### src/common/coco_defines.svh
// CoCo bus widths and memory map
`ifndef COCO_DEFINES_SVH
`define COCO_DEFINES_SVH

// bus and storage widths
`define COCO_ADDR_W 16
`define COCO_DATA_W 8
`define COCO_RAM_AW 15  // 32 KB
`define COCO_ROM_AW 13  // 8 KB system banks
`define COCO_CART_AW 14 // 16 KB cartridge
`define COCO_LOAD_AW 17 // download address, bank index in 16:13

`define COCO_ROM_BANKS 10
`define COCO_RAM_BYTES (1 << `COCO_RAM_AW)
`define COCO_ROM_BANK_BYTES (1 << `COCO_ROM_AW)
`define COCO_CART_BYTES (1 << `COCO_CART_AW)

// returned for reads nothing drives
`define COCO_OPEN_BUS 8'hFF

// final download address must exceed this for a cart to count
`define COCO_CART_MIN_SIZE 17'd256

// region bases
`define COCO_ROM8_BASE 16'h8000 // extended basic
`define COCO_ROMA_BASE 16'hA000 // colour basic
`define COCO_ROMC_BASE 16'hC000 // cartridge / disk rom
`define COCO_PIA0_BASE 16'hFF00
`define COCO_PIA1_BASE 16'hFF20
`define COCO_IO_BASE 16'hFF40   // disk controller window
`define COCO_IO_END 16'hFF60

`endif

### src/common/rom_image_pkg.sv
// ROM image and loader types
`include "coco_defines.svh"

package rom_image_pkg;

	// bank index, matches download address bits 16:13
	typedef enum logic [3:0] {
		romA_tandy  = 4'd0,
		rom8_tandy  = 4'd1,
		disk_tandy  = 4'd2,
		rom8_dragon = 4'd3,
		romA_dragon = 4'd4,
		rom8_d64_1  = 4'd5,
		romA_d64_1  = 4'd6,
		rom8_d64_2  = 4'd7,
		romA_d64_2  = 4'd8,
		disk_dragon = 4'd9
	} rom_image_t;

	typedef struct packed {
		logic                    rom_we;
		logic                    cart_we;
		rom_image_t              image;
		logic [`COCO_CART_AW-1:0] addr; // banks use the low 13 bits
		logic [`COCO_DATA_W-1:0] data;
	} rom_load_t;

	typedef struct packed {
		logic dragon;
		logic mem64kb;
		logic disk_cart_enabled;
		logic alt_bank; // dragon 64 rom bank bit from pia1
	} machine_cfg_t;

endpackage

### src/rtl/rom_loader.sv
// ROM and cartridge download loader
`include "coco_defines.svh"

module rom_loader import rom_image_pkg::*; (
	input  logic                     clk,
	input  logic                     reset_n,
	input  logic                     load_wr,
	input  logic                     load_rom,
	input  logic                     load_cart,
	input  logic                     load_download,
	input  logic                     cart_remove,
	input  logic [`COCO_LOAD_AW-1:0] load_addr,
	input  logic [`COCO_DATA_W-1:0]  load_data,
	output rom_load_t                load,
	output logic                     cart_loaded
);

	logic image_ok;

	// only indices 0..9 have a bank
	assign image_ok = (load_addr[16:13] < 4'(`COCO_ROM_BANKS));

	always_ff @(posedge clk) begin
		load.image <= rom_image_t'(load_addr[16:13]);
		load.addr  <= load_addr[`COCO_CART_AW-1:0];
		load.data  <= load_data;
		if (!reset_n) begin
			load.rom_we  <= 1'b0;
			load.cart_we <= 1'b0;
		end else begin
			load.rom_we  <= load_wr & load_rom & image_ok;
			load.cart_we <= load_wr & load_cart;
		end
	end

	// address sampled between writes, so the last one marks the size
	always_ff @(posedge clk) begin
		if (!reset_n)
			cart_loaded <= 1'b0;
		else if (load_cart & load_download & ~load_wr)
			cart_loaded <= (load_addr > `COCO_CART_MIN_SIZE);
		else if (cart_remove)
			cart_loaded <= 1'b0;
	end

	// downloader never targets rom and cart at once
	a_one_target: assert property (@(posedge clk) disable iff (!reset_n)
		!(load.rom_we && load.cart_we));

endmodule

### config.mk
export PLATFORM = sky130hd
export DESIGN_NAME = rom_loader
export DESIGN_NICKNAME = d
export VERILOG_FILES = /design/src/common/rom_image_pkg.sv /design/src/rtl/rom_loader.sv
export VERILOG_INCLUDE_DIRS = /design/src /design/src/common
export SDC_FILE = /design/constraint.sdc
export NUM_CORES = 1
export LEC_CHECK = 0
export BUFFER_PORTS_ARGS = -buffer_cell sky130_fd_sc_hd__buf_2
export CAP_MARGIN = 5
export CORE_MARGIN = 10
export CORE_UTILIZATION = 34
export CTS_CLUSTER_SIZE = 10
export DETAILED_ROUTE_END_ITERATION = 10
export PLACE_DENSITY = 0.77
export SYNTH_ARGS = -nofsm -noshare
export SYNTH_HDL_FRONTEND = slang
export SYNTH_SLANG_ARGS = --single-unit
### constraint.sdc
create_clock -name clk -period 1.8 [get_ports clk]
set_input_delay 0.18 -clock clk [delete_from_list [all_inputs] [get_ports clk]]
set_output_delay 0.18 -clock clk [all_outputs]
set_load 0.01 [all_outputs]
==> metrics.md, run 1 <==
| Metric | Value |
|---|---|
| Outcome | `completed` |
| Fin crit share | `78.7%` |
| Critical path peak fanout | `2` |
| Synth-to-layout area growth | `96.0%` |
| Post-synthesis cell count | `41` |
| Clock transition at path regs | `0.14 ns` |
| Clk_lat worst skew | `0.31 ns` |
| Initial antenna violation count | `0` |
| Commonest cells after routing, fill and taps aside | `buf_2 (60), dfxtp_1 (28), dlygate4sd3_1 (25), clkbuf_4 (3)` |
| Post-CTS sizing | `0` |
| Count of cell types in the netlist | `12` |
| Row cnt | `15` |
| Iteration-0 DRC Markers | `15` |
| Startpoint type of the worst setup path | `input port` |
| Post-synthesis cell area | `653 sq um` |
| Setup CP Type | `in2reg` |
| First-pass GRT wire length | `about 3600 um` |
| Synth Register Bits | `28` |
| Post-CTS Setup Repair Bufs | `0` |
| Maxcap violations | `0` |
| Total negative setup slack | `0 ns` |
| Synth Warn # | `0` |
| Power per cell area | `around 940 nW/um^2` |
| Crit path cell chain | `dlygate4sd3_1, buf_2, or4_1, o21ai_1, a41oi_1` |
| Remaining Overflow, GRT | `0` |
| Tmin final | `1.42 ns` |
| Max Buffers Root-to-Sink | `2` |
| DRC viols | `0` |
| Die Y | `63.8 um` |
| CP arrival | `1.62 ns` |
| Slowest CP cell | `dlygate4sd3_1` |
| Worst-margin pin slew | `0.298 ns` |
| Initial core utilization | `36.6%` |
| # setup viols final | `0` |
| Vias per cell | `about 4` |
| Drt pass-1 iters | `4` |
| Placer Congestion | `0.707` |
| CTS tree | `built` |
| Met1 WL | `750 um` |
| Number of global-route vias before repair | `733` |
| Max Slew Vio Count | `0` |
| Commonest non-fill, non-tap cell in the layout | `buf_2` |
| Total Routing Usage GR | `11.1%` |
| Num ports | `61` |
| Max incr delay on CP | `0.52 ns` |
| CTS sink count | `28` |
| Max VDD drop | `619 uV` |
| Syn Nets | `between 70 and 80` |
| DIE AREA | `4070 sq um` |
| Relative slew slack | `around 80%` |
| Length of routed met3 wiring | `199 um` |
| Core ar. | `1780 sq um` |
| RSZ-0062 raised after global routing | `no` |
| Fin Hold WS | `between 0.09 and 0.1 ns` |
| Htree depth | `1` |
| Share of post-route cells with drive strength above 1 | `between 50 and 60%` |
| Register area share after synthesis | `85.8%` |
| Worst hold path class | `in2reg` |
| Worst Skew | `0 ns` |
| Post-placement cell area | `977 sq um` |
| CP Data Required Time | `2.00 ns` |
| Via count | `634` |
| Finished Cell Area | `1280 sq um` |
| Clk root buf | `clkbuf_4` |
| Largest net degree at the start of global routing | `17` |
| Die Wd | `between 60 and 70 um` |
| Nets | `162` |
| WL met2 | `1250 um` |
| Leak | `~0.63 nW` |
| Drt wl/cell | `14.5 um` |
| Max Fclk | `0.706 GHz` |
| Fillers | `131` |
| Finished Core Util | `71.8%` |
| WL final | `2230 um` |
| Post-route ant nets | `0` |
| Post-synthesis average cell area | `15.9 sq um` |
| Number of I/O port buffers | `60` |
| Top Layer Used | `met4` |
| Fin. Hold Viols | `0` |
| N_diodes | `0` |
| Number of CTS-inserted buffers | `3` |
| Critical Path Sink Type | `flop` |
-- through the flow --
step                      setup slack [ns]  total power, mW  std cells
after floorplan                      0.752            0.700         41
after global placement               0.601            0.769        125
after detailed placement             0.565            0.772        125
after CTS                            0.373             1.21        154
after global routing                 0.313             1.25        154
final                                0.384             1.20        154
-- cell families (layout without fill, tap and decap cells) --
logic type             Yosys count  count (layout)  synth area share [%]
AND/OR/NAND/NOR                  8               8                  9.39
buffers and inverters            1              89                  1.15
AO/OA/AOI/OAI                    4               4                  3.64
flip-flops                      28              28                  85.8
-- cells in the mapped netlist, drive strengths merged --
cell type   n  area share, %
a41oi       1            1.3
and3        1           0.96
and3b       1            1.3
and4        1            1.3
buf         1            1.1
dfxtp      28             86
nor2b       1           0.96
nor4        2            1.9
o21ai       3            2.3
or4         2            2.9
-- report_power, final --
group	switching (mW)	internal, mW	total [mW]
clock	0.173	0.225	0.398
sequential	0.00699	0.652	0.659
combinational	0.0550	0.0851	0.140
total	0.235	0.962	1.20
-- what timing repair did --
item / in CTS / in global routing
hold endpoints to repair: 25 / 0
endpoints found under the setup margin: 0 / 0
hold buffers: 25 / 0
-- flip-flops by register name, indices dropped and copies added, names as in the netlist --
signal,cells
load,27
cart_loaded,1
-- final timing paths --
| check | from | cells past startpoint | endpoint | slack (ns) |
|---|---|---|---|---|
| setup reg to reg | cart_loaded$_SDFFE_PN0P_ | 3 | cart_loaded$_SDFFE_PN0P_ | 1.02 |
| setup / recovery | load_addr[4] | 5 | cart_loaded$_SDFFE_PN0P_ | 0.38 |
| hold reg to reg | cart_loaded$_SDFFE_PN0P_ | 3 | cart_loaded$_SDFFE_PN0P_ | 0.68 |
| hold / removal | load_cart | 2 | load[26]$_SDFF_PN0_ | 0.09 |
-- critical path: cells and delay by family --
kind	cells	cell delay (ns)
simple gates	1	0.52
compound gates	2	0.27
buf+inv	2	0.64
-- final cells by class --
class / count / area, sq um / share of cell area [%]
clock inverters: 1 / 30.0 / 2.35
well taps: 25 / 31.3 / 2.44
multi-input cells: 12 / 85.1 / 6.65
flip-flops and latches: 28 / 561 / 43.8
repair buffers: 85 / 551 / 43.0
clock buffers: 3 / 22.5 / 1.76
-- metal layers --
metal / vias to the layer above / track usage, %
met3: 2 / 3.83
met2: 36 / 21.9
met1: 280 / 9.02
met5: - / 0
li1: 316 / -
met4: 0 / 6.83
Note: power is estimated with default switching activity, not from simulation.
==> run 2, diff against run 1 <==
--- a/config.mk
+++ b/config.mk
@@ -9,10 +9,10 @@
 export BUFFER_PORTS_ARGS = -buffer_cell sky130_fd_sc_hd__buf_2
 export CAP_MARGIN = 5
 export CORE_MARGIN = 10
-export CORE_UTILIZATION = 34
+export CORE_UTILIZATION = 30
 export CTS_CLUSTER_SIZE = 10
 export DETAILED_ROUTE_END_ITERATION = 10
-export PLACE_DENSITY = 0.77
+export PLACE_DENSITY = 0.72
 export SYNTH_ARGS = -nofsm -noshare
 export SYNTH_HDL_FRONTEND = slang
 export SYNTH_SLANG_ARGS = --single-unit
==> constraint.sdc (replaced) <==
create_clock -name clk -period 1.3 [get_ports clk]
set_input_delay 0.13 -clock clk [delete_from_list [all_inputs] [get_ports clk]]
set_output_delay 0.13 -clock clk [all_outputs]
set_load 0.01 [all_outputs]
==> metrics.md, run 2 (synthesis gave the netlist of run 1 again) <==
| Metric | Value |
|---|---|
| Sw Share | `20.9%` |
| Row cnt | `16` |
| Iteration-0 DRC Markers | `6` |
| Crit path cell chain | `dlygate4sd3_1, buf_2, or4_4, o21ai_1, a41oi_1` |
| Commonest cells after routing, fill and taps aside | `buf_2 (60), dfxtp_1 (28), dlygate4sd3_1 (25), clkbuf_4 (3)` |
| Outcome | `completed` |
| CP top delay family | `buffers and inverters` |
| Fin. Hold Viols | `0` |
| Maxcap violations | `0` |
| Core ar. | `roughly 2000 sq um` |
| Fin Hold WS | `between 0.04 and 0.05 ns` |
| Drt pass-1 iters | `2` |
| Total negative setup slack | `0 ns` |
| Startpoint type of the worst setup path | `input port` |
| Commonest non-fill, non-tap cell in the layout | `buf_2` |
| Number of CTS-inserted buffers | `3` |
| Total Routing Usage GR | `10.0%` |
| Worst path bufs/invs | `2` |
| Max VDD drop | `749 uV` |
| Post-CTS sizing | `0` |
| Max incr delay on CP | `0.54 ns` |
| Drt wl/cell | `14.7 um` |
| Largest register FFs | `27` |
| Num ports | `61` |
| Overall power | `1.43 mW` |
| Worst-margin pin slew | `0.314 ns` |
| Clk_lat worst skew | `0.30 ns` |
| Clock power share | `22.4%` |
| Synth-to-layout area growth | `91.8%` |
| DIE AREA | `4440 sq um` |
| CP arrival | `1.46 ns` |
| Cell Int Power | `1.13 mW` |
| Clock transition at path regs | `0.13 ns` |
| Critical path peak fanout | `2` |
| Leak | `about 0.62 nW` |
| Remaining Overflow, GRT | `0` |
| WL final | `2280 um` |
| Share of post-route cells with drive strength above 1 | `50.0%` |
| Nets | `162` |
| RSZ-0062 raised after global routing | `no` |
| Number of global-route vias before repair | `716` |
| Placer Congestion | `0.762` |
| Fin crit share | `between 90 and 100%` |
| Fillers | `around 160` |
| Slowest CP cell | `dlygate4sd3_1` |
| Die Y | `66.7 um` |
| Worst hold path class | `in2reg` |
| Combinational power share | `13.7%` |
| Via count | `629` |
| Biggest regs | `load x27, cart_loaded x1` |
| Worst Skew | `0 ns` |
| CTS sink count | `28` |
| Initial antenna violation count | `0` |
| Power per cell area | `1140 nW/um^2` |
| Max Fclk | `0.786 GHz` |
| # setup viols final | `0` |
| Tmin final | `1.27 ns` |
| Largest net degree at the start of global routing | `15` |
| Htree depth | `1` |
| DRC viols | `0` |
| Vias per cell | `4.06` |
| Number of I/O port buffers | `60` |
| Post-route ant nets | `0` |
| Critical Path Sink Type | `flop` |
| Max Slew Vio Count | `0` |
| Clk root buf | `clkbuf_4` |
| N_diodes | `0` |
| Setup CP Type | `in2reg` |
| Initial core utilization | `between 30% and 40%` |
| Net switching power | `0.299 mW` |
| Post-CTS Setup Repair Bufs | `0` |
| Max Buffers Root-to-Sink | `2` |
| First-pass GRT wire length | `3310 um` |
| Die Wd | `66.7 um` |
| CP Data Required Time | `1.49 ns` |
| CTS tree | `built` |
| Relative slew slack | `78.9%` |
| Sequential power share | `about 64%` |
| Most flops, register | `load` |
[run 2: what timing repair did]
item	4_1_cts	5_1_grt
endpoints found under the setup margin	0	0
hold buffers	25	0
hold endpoints to repair	25	0
[run 2: power groups by stage]
stage / registers (mW) / clock network (mW) / logic, mW
2_1_floorplan: 0.958 / 0 / 0.0120
3_3_place_gp: 0.930 / 0 / 0.136
3_5_place_dp: 0.931 / 0 / 0.139
4_1_cts: 0.912 / 0.334 / 0.196
5_1_grt: 0.916 / 0.365 / 0.213
6_report: 0.912 / 0.320 / 0.195
[run 2: path summary, 6_finish.rpt]
check	from	slack (ns)	cells past startpoint	to
setup / recovery	load_addr[3]	0.03	5	cart_loaded$_SDFFE_PN0P_
hold / removal	load_cart	0.05	2	load[26]$_SDFF_PN0_
hold reg to reg	cart_loaded$_SDFFE_PN0P_	0.65	3	cart_loaded$_SDFFE_PN0P_
setup reg to reg	cart_loaded$_SDFFE_PN0P_	0.54	3	cart_loaded$_SDFFE_PN0P_
[run 2: cell type report]
type / instances / area (sq um) / area share [%]
clock buffers: 3 / 22.5 / 1.80
well taps: 27 / 33.8 / 2.70
multi-input cells: 12 / 85.1 / 6.79
flip-flops and latches: 28 / 561 / 44.8
repair buffers: 85 / 551 / 44.0
[run 2: through the flow]
| stage | utilization [%] | instances | worst slack [ns] | area [sq um] |
|---|---|---|---|---|
| detailed placement | 48.5 | 127 | 0.124 | 980 |
| global route | 61.9 | 155 | 0.00419 | 1250 |
| CTS | 61.9 | 155 | 0.0328 | 1250 |
| finish | 61.9 | 155 | 0.0271 | 1250 |
| global placement | 48.5 | 127 | 0.157 | 980 |
| floorplan | - | 41 | 0.302 | 653 |
[run 2: worst reg2reg max path, cell delays in order (launching register included)]
cell and delay [ns]:
dfxtp_1 0.36, nor2b_1 0.12, o21ai_0 0.07, a41oi_1 0.15
[run 2: layer usage]
metal / wire, um / track usage [%] / up-vias / share of wire (%)
met5: 0 / 0 / - / 0
met4: 19 / 5.50 / 0 / 0.83
met3: 349 / 5.69 / 2 / 15
met2: 1020 / 16.2 / 42 / 45
met1: 888 / 9.96 / 269 / 39
li1: - / - / 316 / -
