**src/common/coco_defines.svh**
```systemverilog
// CoCo bus widths and memory map
`ifndef COCO_DEFINES_SVH
`define COCO_DEFINES_SVH

// bus and storage widths
`define COCO_ADDR_W 16
`define COCO_DATA_W 8
`define COCO_RAM_AW 15  // 32 KB
`define COCO_ROM_AW 13  // 8 KB system banks
`define COCO_CART_AW 14 // 16 KB cartridge
`define COCO_LOAD_AW 17 // download address, bank index in 16:13

`define COCO_ROM_BANKS 10
`define COCO_RAM_BYTES (1 << `COCO_RAM_AW)
`define COCO_ROM_BANK_BYTES (1 << `COCO_ROM_AW)
`define COCO_CART_BYTES (1 << `COCO_CART_AW)

// returned for reads nothing drives
`define COCO_OPEN_BUS 8'hFF

// final download address must exceed this for a cart to count
`define COCO_CART_MIN_SIZE 17'd256

// region bases
`define COCO_ROM8_BASE 16'h8000 // extended basic
`define COCO_ROMA_BASE 16'hA000 // colour basic
`define COCO_ROMC_BASE 16'hC000 // cartridge / disk rom
`define COCO_PIA0_BASE 16'hFF00
`define COCO_PIA1_BASE 16'hFF20
`define COCO_IO_BASE 16'hFF40   // disk controller window
`define COCO_IO_END 16'hFF60

`endif

```
**src/common/cpu_bus_pkg.sv**
```systemverilog
// CPU side bus types
`include "coco_defines.svh"

package cpu_bus_pkg;

	typedef enum logic [2:0] {
		region_ram  = 3'd0,
		region_rom8 = 3'd1,
		region_roma = 3'd2,
		region_romc = 3'd3,
		region_pia0 = 3'd4,
		region_pia1 = 3'd5,
		region_io   = 3'd6,
		region_none = 3'd7
	} bus_region_t;

	// decoded request, offset is relative to the region base
	typedef struct packed {
		logic                    rd;
		logic                    wr;
		bus_region_t             region;
		logic [`COCO_ADDR_W-1:0] offset;
		logic [`COCO_DATA_W-1:0] wdata;
	} bus_req_t;

	typedef struct packed {
		logic                    valid;
		logic [`COCO_DATA_W-1:0] rdata;
	} bus_rsp_t;

	// every byte the select stage might return
	typedef struct packed {
		logic                    valid;
		bus_region_t             region;
		logic [`COCO_DATA_W-1:0] ram;
		logic [`COCO_DATA_W-1:0] sys_tandy;  // rom8 or romA, tandy image
		logic [`COCO_DATA_W-1:0] sys_dragon;
		logic [`COCO_DATA_W-1:0] alt1;       // dragon 64 bank 1
		logic [`COCO_DATA_W-1:0] alt2;       // dragon 64 bank 2
		logic [`COCO_DATA_W-1:0] disk;       // disk rom for current model
		logic [`COCO_DATA_W-1:0] cart;
	} mem_rd_t;

endpackage

```
**src/common/rom_image_pkg.sv**
```systemverilog
// ROM image and loader types
`include "coco_defines.svh"

package rom_image_pkg;

	// bank index, matches download address bits 16:13
	typedef enum logic [3:0] {
		romA_tandy  = 4'd0,
		rom8_tandy  = 4'd1,
		disk_tandy  = 4'd2,
		rom8_dragon = 4'd3,
		romA_dragon = 4'd4,
		rom8_d64_1  = 4'd5,
		romA_d64_1  = 4'd6,
		rom8_d64_2  = 4'd7,
		romA_d64_2  = 4'd8,
		disk_dragon = 4'd9
	} rom_image_t;

	typedef struct packed {
		logic                    rom_we;
		logic                    cart_we;
		rom_image_t              image;
		logic [`COCO_CART_AW-1:0] addr; // banks use the low 13 bits
		logic [`COCO_DATA_W-1:0] data;
	} rom_load_t;

	typedef struct packed {
		logic dragon;
		logic mem64kb;
		logic disk_cart_enabled;
		logic alt_bank; // dragon 64 rom bank bit from pia1
	} machine_cfg_t;

endpackage

```
**src/rtl/read_select.sv**
```systemverilog
// Read data select stage
`include "coco_defines.svh"

module read_select import cpu_bus_pkg::*, rom_image_pkg::*; (
	input  logic         clk,
	input  logic         reset_n,
	input  machine_cfg_t cfg,
	input  logic         cart_loaded,
	input  mem_rd_t      rd,
	output bus_rsp_t     rsp
);

	logic                    dragon64;
	logic [`COCO_DATA_W-1:0] sel;

	assign dragon64 = cfg.dragon & cfg.mem64kb;

	always_comb begin
		case (rd.region)
			region_ram:
				sel = rd.ram;
			region_rom8, region_roma: begin
				if (dragon64)
					sel = cfg.alt_bank ? rd.alt2 : rd.alt1;
				else
					sel = cfg.dragon ? rd.sys_dragon : rd.sys_tandy;
			end
			region_romc: begin
				if (cart_loaded)
					sel = rd.cart; // cartridge beats the disk rom
				else if (cfg.disk_cart_enabled)
					sel = rd.disk;
				else
					sel = `COCO_OPEN_BUS;
			end
			default:
				sel = `COCO_OPEN_BUS; // pias, io and unmapped
		endcase
	end

	always_ff @(posedge clk) begin
		rsp.rdata <= sel;
		if (!reset_n)
			rsp.valid <= 1'b0;
		else
			rsp.valid <= rd.valid;
	end

	// earlier stages must come out of reset empty
	a_quiet_after_reset: assert property (@(posedge clk)
		$rose(reset_n) |=> !rsp.valid);

endmodule

```
**config.mk**
```make
export PLATFORM = sky130hd
export DESIGN_NAME = read_select
export DESIGN_NICKNAME = d
export VERILOG_FILES = /design/src/common/cpu_bus_pkg.sv /design/src/common/rom_image_pkg.sv /design/src/rtl/read_select.sv
export VERILOG_INCLUDE_DIRS = /design/src /design/src/common
export SDC_FILE = /design/constraint.sdc
export NUM_CORES = 1
export LEC_CHECK = 0
export BUFFER_PORTS_ARGS = -buffer_cell sky130_fd_sc_hd__buf_2
export CAP_MARGIN = 20
export CORE_MARGIN = 3
export CORE_UTILIZATION = 32
export CTS_CLUSTER_DIAMETER = 150
export DETAILED_ROUTE_END_ITERATION = 8
export GPL_TIMING_DRIVEN = 1
export HOLD_SLACK_MARGIN = 0.02
export PLACE_DENSITY = 0.78
export SYNTH_ARGS = -nofsm -noshare
export SYNTH_HDL_FRONTEND = slang
export SYNTH_SLANG_ARGS = --single-unit
export TNS_END_PERCENT = 5
```
**constraint.sdc**
```tcl
create_clock -name clk -period 1 [get_ports clk]
set_input_delay 0 -clock clk [delete_from_list [all_inputs] [get_ports clk]]
set_output_delay 0 -clock clk [all_outputs]
set_load 0.005 [all_outputs]
```
==> impl_summary.txt, run 1 <==
----------------------------------------------------
[Finish]
  Post-Layout Inst Area ... about 1200 µm²
  Area delta synth->final ... 78.3%
  Top register by number of flip-flops ... rsp
  Number of flip-flops under the largest register name ... 9
  Biggest registers after layout ... rsp x9
  Count of nets after finishing ... between 200 and 250
  Antenna diodes ... 0
  Proportion of layout cells with a drive suffix above 1 ... 58.7%

[Logic synthesis]
  Gate Count Post-Synth ... 66
  Syn Nets ... ~130
  Top post-synthesis cells by count ... 9 x sky130_fd_sc_hd__dfxtp_1, 8 x sky130_fd_sc_hd__a21oi_1, 8 x sky130_fd_sc_hd__mux2_4, 8 x sky130_fd_sc_hd__o221ai_1
  Dominant synthesized flop cell ... sky130_fd_sc_hd__dfxtp_1
  Portion of the post-synthesis area used by sequential elements ... 27.9%
  Largest area contributor in the netlist ... sky130_fd_sc_hd__dfxtp_1
  Number of enable flip-flop cells after synthesis ... 0
  Post-synthesis average cell area ... around 10 µm²
  Largest cells by area after synthesis ... sky130_fd_sc_hd__dfxtp_1 28%, sky130_fd_sc_hd__mux2_4 19%, sky130_fd_sc_hd__a222oi_1 11%
  Proportion of synthesized flip-flops having asynchronous set or reset ... 0%
  Synth Register Bits ... 9
  Post-Syn Area ... roughly 650 µm²
  Count of unique library cells instantiated by Yosys ... 20
  Yosys Warn Count ... 0
  Area share of the largest cell type after synthesis ... between 20 and 30%
  Cell with the most instances after synthesis ... sky130_fd_sc_hd__dfxtp_1

[Routing]
  Overall via count from detail_route ... 927
  Total Wirelength ... between 2000 and 2500 µm
  Remaining routing DRC violations ... 0
  Antenna viol nets, final ... 0
  TritonRoute pass-1 iters ... 5
  Per-cell routed wire length ... 14.1 µm
  Via-per-instance ratio ... 5.30
  First-iteration detailed-routing DRC count ... 30

[Floorplanning]
  Initial cell density of the core ... between 30 and 40%
  Number of top-level design ports ... 76
  Number of placement rows ... 15
  Chip Height ... 51.0 µm
  Area inside the core boundary ... ~1800 µm²
  Total die area ... 2600 µm²
  DIE WIDTH ... 51.0 µm

[Flow run]
  Maximum Capacitance Violations ... 0

[Global routing]
  Largest net degree at the start of global routing ... 11
  Overall fraction of global-route tracks in use ... between 10% and 20%
  Number of global-route vias before repair ... 888
  Antenna violations before repair ... 0
  Wire length of the first global-routing pass ... ~3700 µm
  Total global routing overflow ... 0

[Setup path]
  Launch point of the critical path ... cfg[0]
  Arrival time at the worst endpoint ... 1.03 ns
  Sort of element at the end of the critical path ... flip-flop
  Required time of the critical path ... 1.13 ns
  Top fanout value on the critical path ... 8
  Setup crit end ... rsp[7]
  Kind of critical path ... in2reg
  Launching element type of the critical path ... input port

[Pwr]
  Lkg Pwr ... just under 0.0006 µW
  Areal power density over the cells ... ~930 nW/µm²
  Worst-case vdd ir drop ... 414 µV

[CTS]
  Clock tree root driver cell ... sky130_fd_sc_hd__clkbuf_4
  CTS tree ... built
  H-tree depth ... 1
  Num CTS Buffers ... 3
  Clock Pin Slew Worst Setup and Hold Paths ... 0.06 ns
  Hold-fix buffers, CTS ... 10
  Cts repair resizes ... 0
  Setup fix buffers added after clock tree synthesis ... 0
  CTS Sinks ... 9
  Number of buffers between clock root and the deepest sink ... 2

[Timing]
  Hold Violations, Final ... 0
  Number of pins with negative max-slew slack in the final report ... 0
  Slew HR ... about two thirds
  Number of setup violations in the final report ... 0
  Final critical delay including setup and external delays ... roughly 0.9 ns
  Setup repair after global routing missed its margin ... no
  Worst setup margin ... approximately 0.099 ns
  Maximum clock frequency ... ~1100 MHz
  Final hold slack ... approximately 0.066 ns
  Period utilisation layout ... about nine tenths
  Tightest Pin Transition ... 0.470 ns

[Run status]
  Status ... finished clean

[Hold path]
  Worst min-delay path class ... in2reg

[Placement]
  Routability-driven placement congestion ratio ... 0.703
  Post-DP HPWL ... roughly 2000 µm
  Number of input and output port buffers inserted ... 75
  Worst Setup Slack post-DPL ... -0.157 ns
  Placed instance area ... roughly 1000 µm²

----------------------------------------------------
[stage by stage]
step / std cells / utilization, % / TNS, ns / power [µW]
2_1_floorplan: 66 / - / 0 / 582
3_3_place_gp: 161 / 56.4 / -0.559 / 756
3_5_place_dp: 161 / 56.4 / -0.933 / 765
4_1_cts: 175 / 63.4 / 0 / 1070
5_1_grt: 175 / 63.4 / 0 / 1130
6_report: 175 / 63.4 / 0 / 1070
[cell type report]
class	count	area, µm²
timing repair buffer	85	475
tap	25	31.3
clock buffer	4	26.3
inverter	2	7.51
fill	162	667
multi-input combinational	50	433
sequential	9	180
[per-layer routing]
metal | GRT usage [%] | vias to the layer above | share of wire, %
li1 | - | 448 | -
met1 | 20.5 | 407 | 39
met2 | 33.5 | 68 | 48
met3 | 4.96 | 4 | 12
met4 | 5.83 | 0 | 1.1
met5 | 0 | - | 0
[logic make-up (layout without fill, tap and decap cells)]
group / after synthesis / count (layout) / share of synthesized area [%]
AO/OA/AOI/OAI: 32 / 32 / 37.7
flip-flops: 9 / 9 / 27.9
AND/OR/NAND/NOR: 9 / 9 / 9.28
multiplexers: 8 / 8 / 18.6
buffers and inverters: 7 / 91 / 5.22
XOR/XNOR: 1 / 1 / 1.35
[worst min path at each step]
stage,startpoint,to,slack [ns],depth (start not counted)
3_5_place_dp,rd[59],rsp[8],0.21,2
2_1_floorplan,rd[59],rsp[8],0.12,1
5_1_grt,rd[40],rsp[0],0.07,3
3_3_place_gp,rd[59],rsp[8],0.21,2
6_report,rd[15],rsp[7],0.07,3
4_1_cts,rd[15],rsp[7],0.06,3
[worst max-delay path, cell delays in order]
cell and delay, ns:
sky130_fd_sc_hd__buf_2 0.23, sky130_fd_sc_hd__mux2_4 0.33, sky130_fd_sc_hd__a222oi_1 0.31, sky130_fd_sc_hd__o221ai_1 0.16
[power breakdown]
part           internal [µW]  switching (µW)  leakage [µW]
registers                390            7.66     0.0000757
logic                    235             157      0.000492
clock network            154             127     0.0000150
[layout by cell type, fill, tap and decap left out]
cell type	n
sky130_fd_sc_hd__o221ai_1	8
sky130_fd_sc_hd__mux2_4	8
sky130_fd_sc_hd__inv_1	2
sky130_fd_sc_hd__o22ai_1	7
sky130_fd_sc_hd__nand2b_1	2
sky130_fd_sc_hd__nand3b_1	1
sky130_fd_sc_hd__o21ai_0	1
sky130_fd_sc_hd__nor2b_1	1
sky130_fd_sc_hd__dlygate4sd3_1	10
sky130_fd_sc_hd__a222oi_1	7
sky130_fd_sc_hd__xor2_1	1
sky130_fd_sc_hd__nor2_1	1
sky130_fd_sc_hd__buf_2	75
sky130_fd_sc_hd__a21oi_1	8
sky130_fd_sc_hd__a221oi_2	1
sky130_fd_sc_hd__clkbuf_1	1
sky130_fd_sc_hd__or3b_2	1
sky130_fd_sc_hd__clkbuf_4	3
sky130_fd_sc_hd__dfxtp_1	9
sky130_fd_sc_hd__and3b_1	1
sky130_fd_sc_hd__and2_1	2
Note: power is estimated with default switching activity, not from simulation.
==> run 2, diff against run 1 <==
- ABC_AREA: not set -> 1
- CORE_UTILIZATION: 32 -> 41
- PLACE_DENSITY: 0.78 -> 0.85
- clock period: 1 -> 1.05 ns (I/O delays scaled with it)
==> impl_summary.txt, run 2 <==
----------------------------------------------------
[Run status]
  Status ... finished clean

[Finish]
  Storage cell area ... 180 µm²
  Number of flip-flops under the largest register name ... 9
  Antenna diodes ... 0
  Non-filler cells, final ... 285
  Biggest registers after layout ... rsp x9
  Filler Cell Count ... approximately 220
  Area delta synth->final ... 46.6%
  Highest-count cells in the layout ignoring fill and taps ... 96 x sky130_fd_sc_hd__nand2_1, 75 x sky130_fd_sc_hd__buf_2, 37 x sky130_fd_sc_hd__inv_1
  Post-Layout Inst Area ... 1330 µm²
  Multi-input gate area ... 548 µm²
  Leading cell type in the layout, fill and taps excluded ... sky130_fd_sc_hd__nand2_1
  Count of nets after finishing ... 326
  Proportion of layout cells with a drive suffix above 1 ... 32.6%
  Top register by number of flip-flops ... rsp

[Floorplanning]
  Initial cell density of the core ... between 40% and 50%
  Area inside the core boundary ... between 2000 and 2500 µm²
  Chip Height ... 53.0 µm
  Number of top-level design ports ... between 70 and 80
  Total die area ... 2810 µm²
  DIE WIDTH ... about 53 µm
  Number of placement rows ... 16

[Setup path]
  Number of logic stages on the critical path including buffering ... 1
  Top fanout value on the critical path ... 1
  Required time of the critical path ... ~1.1 ns
  Launch point of the critical path ... rsp[7]
  Launching element type of the critical path ... flip-flop
  Sort of element at the end of the critical path ... output port
  Count of buffer and inverter cells on the critical path ... 1
  Critical Path Max Stage Delay ... ~0.32 ns
  Setup crit end ... rsp[7]
  Cell with the biggest individual delay on the critical path ... sky130_fd_sc_hd__dfxtp_1
  Category of cells accounting for the largest share of critical-path delay ... flip-flops
  Arrival time at the worst endpoint ... between 0.6 and 0.7 ns
  Cell-by-cell listing of the critical path ... buf_2
  Kind of critical path ... reg2out

[Logic synthesis]
  Yosys Warn Count ... 0
  Area fraction in compound gates after synthesis ... 4.41%
  Area share of the largest cell type after synthesis ... slightly below 40%
  Top post-synthesis cells by count ... 96 x sky130_fd_sc_hd__nand2_1, 37 x sky130_fd_sc_hd__inv_1, 21 x sky130_fd_sc_hd__nand3_1, 9 x sky130_fd_sc_hd__dfxtp_1, 8 x sky130_fd_sc_hd__a21oi_1
  Portion of the post-synthesis area used by sequential elements ... between 10% and 20%
  Proportion of synthesized flip-flops having asynchronous set or reset ... 0%
  Largest area contributor in the netlist ... sky130_fd_sc_hd__nand2_1
  Adder and majority cell fraction of the synthesized area ... 0%
  Dominant synthesized flop cell ... sky130_fd_sc_hd__dfxtp_1
  Gate Count Post-Synth ... 182
  Syn Nets ... around 250
  Largest family of logic cells by synthesized area ... simple AND/OR/NAND/NOR gates
  Fraction of synthesized area in multiplexers ... 0%
  Synthesized-area fraction occupied by and/or/nand/nor cells ... between 50% and 60%
  Count of unique library cells instantiated by Yosys ... 14
  Largest cells by area after synthesis ... sky130_fd_sc_hd__nand2_1 40%, sky130_fd_sc_hd__dfxtp_1 20%, sky130_fd_sc_hd__inv_1 15%
  Number of enable flip-flop cells after synthesis ... 0
  Post-synthesis average cell area ... between 4 and 5 µm²
  Synth Area in XOR/XNOR ... 0%
  Synth Register Bits ... 9
  Cell with the most instances after synthesis ... sky130_fd_sc_hd__nand2_1
  Post-Syn Area ... roughly 910 µm²

[Timing]
  Maximum clock frequency ... between 1000 and 1500 MHz
  Final critical delay including setup and external delays ... about 0.69 ns
  Worst setup margin ... about 0.36 ns
  Number of setup violations in the final report ... 0
  Total Negative Setup Slacks ... 0 ns
  Setup repair after global routing missed its margin ... no
  Hold Violations, Final ... 0
  Slew HR ... between 70% and 80%
  Final hold slack ... 0.0310 ns
  Tightest Pin Transition ... ~0.38 ns
  Number of pins with negative max-slew slack in the final report ... 0
  Period utilisation layout ... between 60% and 70%

[Pwr]
  Worst-case vdd ir drop ... about 540 µV
  Lkg Pwr ... about 0.0009 µW
  Portion of total power attributed to the clock network ... between 20% and 30%
  Design internal power ... about 700 µW
  Sequential fraction of design power ... a little under two fifths
  Power share of the combinational group ... a little under two fifths
  Areal power density over the cells ... 776 nW/µm²
  Net switching power ... about 320 µW
  Switching fraction of total power ... 31.4%

[Placement]
  Routability-driven placement congestion ratio ... 0.782
  Worst Setup Slack post-DPL ... 0.227 ns
  Placed instance area ... 1280 µm²
  Post-DP HPWL ... around 2200 µm
  Placed Cells ... 279
  Number of input and output port buffers inserted ... 75

[Global routing]
  Overall fraction of global-route tracks in use ... between 10% and 20%
  Largest net degree at the start of global routing ... 11
  Number of global-route vias before repair ... roughly 1,100
  Antenna violations before repair ... 0
  Total global routing overflow ... 0
  Wire length of the first global-routing pass ... a little over 4000 µm

[Routing]
  Antenna viol nets, final ... 0
  Overall via count from detail_route ... around 1,300
  Remaining routing DRC violations ... 0
  Via-per-instance ratio ... 4.39
  Total Wirelength ... around 2500 µm
  TritonRoute pass-1 iters ... 4
  First-iteration detailed-routing DRC count ... 18
  Per-cell routed wire length ... ~9 µm

[CTS]
  H-tree depth ... 1
  Num CTS Buffers ... 3
  CTS Sinks ... 9
  CTS tree ... built
  Setup fix buffers added after clock tree synthesis ... 0
  Number of buffers between clock root and the deepest sink ... 2
  Clock Pin Slew Worst Setup and Hold Paths ... roughly 0.060 ns
  Clock tree root driver cell ... sky130_fd_sc_hd__clkbuf_4

[Flow run]
  Maximum Capacitance Violations ... 0

[Hold path]
  Worst min-delay path class ... in2reg

----------------------------------------------------
## run 2: changes by cell type after synthesis, sizes merged, moves of 7 or more
| cell | before | now |
|---|---|---|
| inv | 2 | 39 |
| nand3 | 0 | 21 |
| a222oi | 7 | 0 |
| mux2 | 8 | 0 |
| o22ai | 7 | 0 |
| nand2 | 0 | 97 |
| o221ai | 8 | 0 |
## run 2: how the worst min path moves through the flow
stage                start     end  depth (start not counted)
finish              rd[51]  rsp[3]                          5
global route        rd[48]  rsp[0]                          5
global placement    rd[59]  rsp[8]                          3
detailed placement  rd[59]  rsp[8]                          3
floorplan           rd[59]  rsp[8]                          2
CTS                 rd[51]  rsp[3]                          5
## run 2: metrics by stage
step	utilization [%]	power, µW
global route	65.8	1120
global placement	63.5	766
CTS	65.8	1040
floorplan	-	599
detailed placement	63.5	775
finish	65.8	1030
## run 2: power groups by stage
stage	clock [µW]	sequential [µW]	combinational [µW]
floorplan	0	391	208
global placement	0	386	380
detailed placement	0	387	388
CTS	269	379	395
global route	287	381	455
finish	262	379	391
## run 2: per-layer routing
metal  up-vias  part of all wire (%)  track usage (%)
met4         0                  0.43             4.68
li1        687                     -                -
met1       511                    43             23.0
met5         -                     0                0
met2        51                    48             33.3
met3         2                   8.5             4.23
## run 2: cells by family (layout without fill, tap and decap cells)
family	after synthesis	count (layout)
buf+inv	44	120
flops	9	9
compound gates	8	8
simple gates	121	121
## run 2: final cells by class
class / instances / share of cell area [%]
Inverter: 39 / 11.0
Multi-Input combinational cell: 129 / 41.2
Sequential cell: 9 / 13.5
Timing Repair Buffer: 77 / 29.7
Tap cell: 27 / 2.54
Clock buffer: 4 / 1.98
## run 2: timing repair
item	CTS	global route
resized for setup	0	0
endpoints found under the hold margin	1	0
hold buffers	2	0
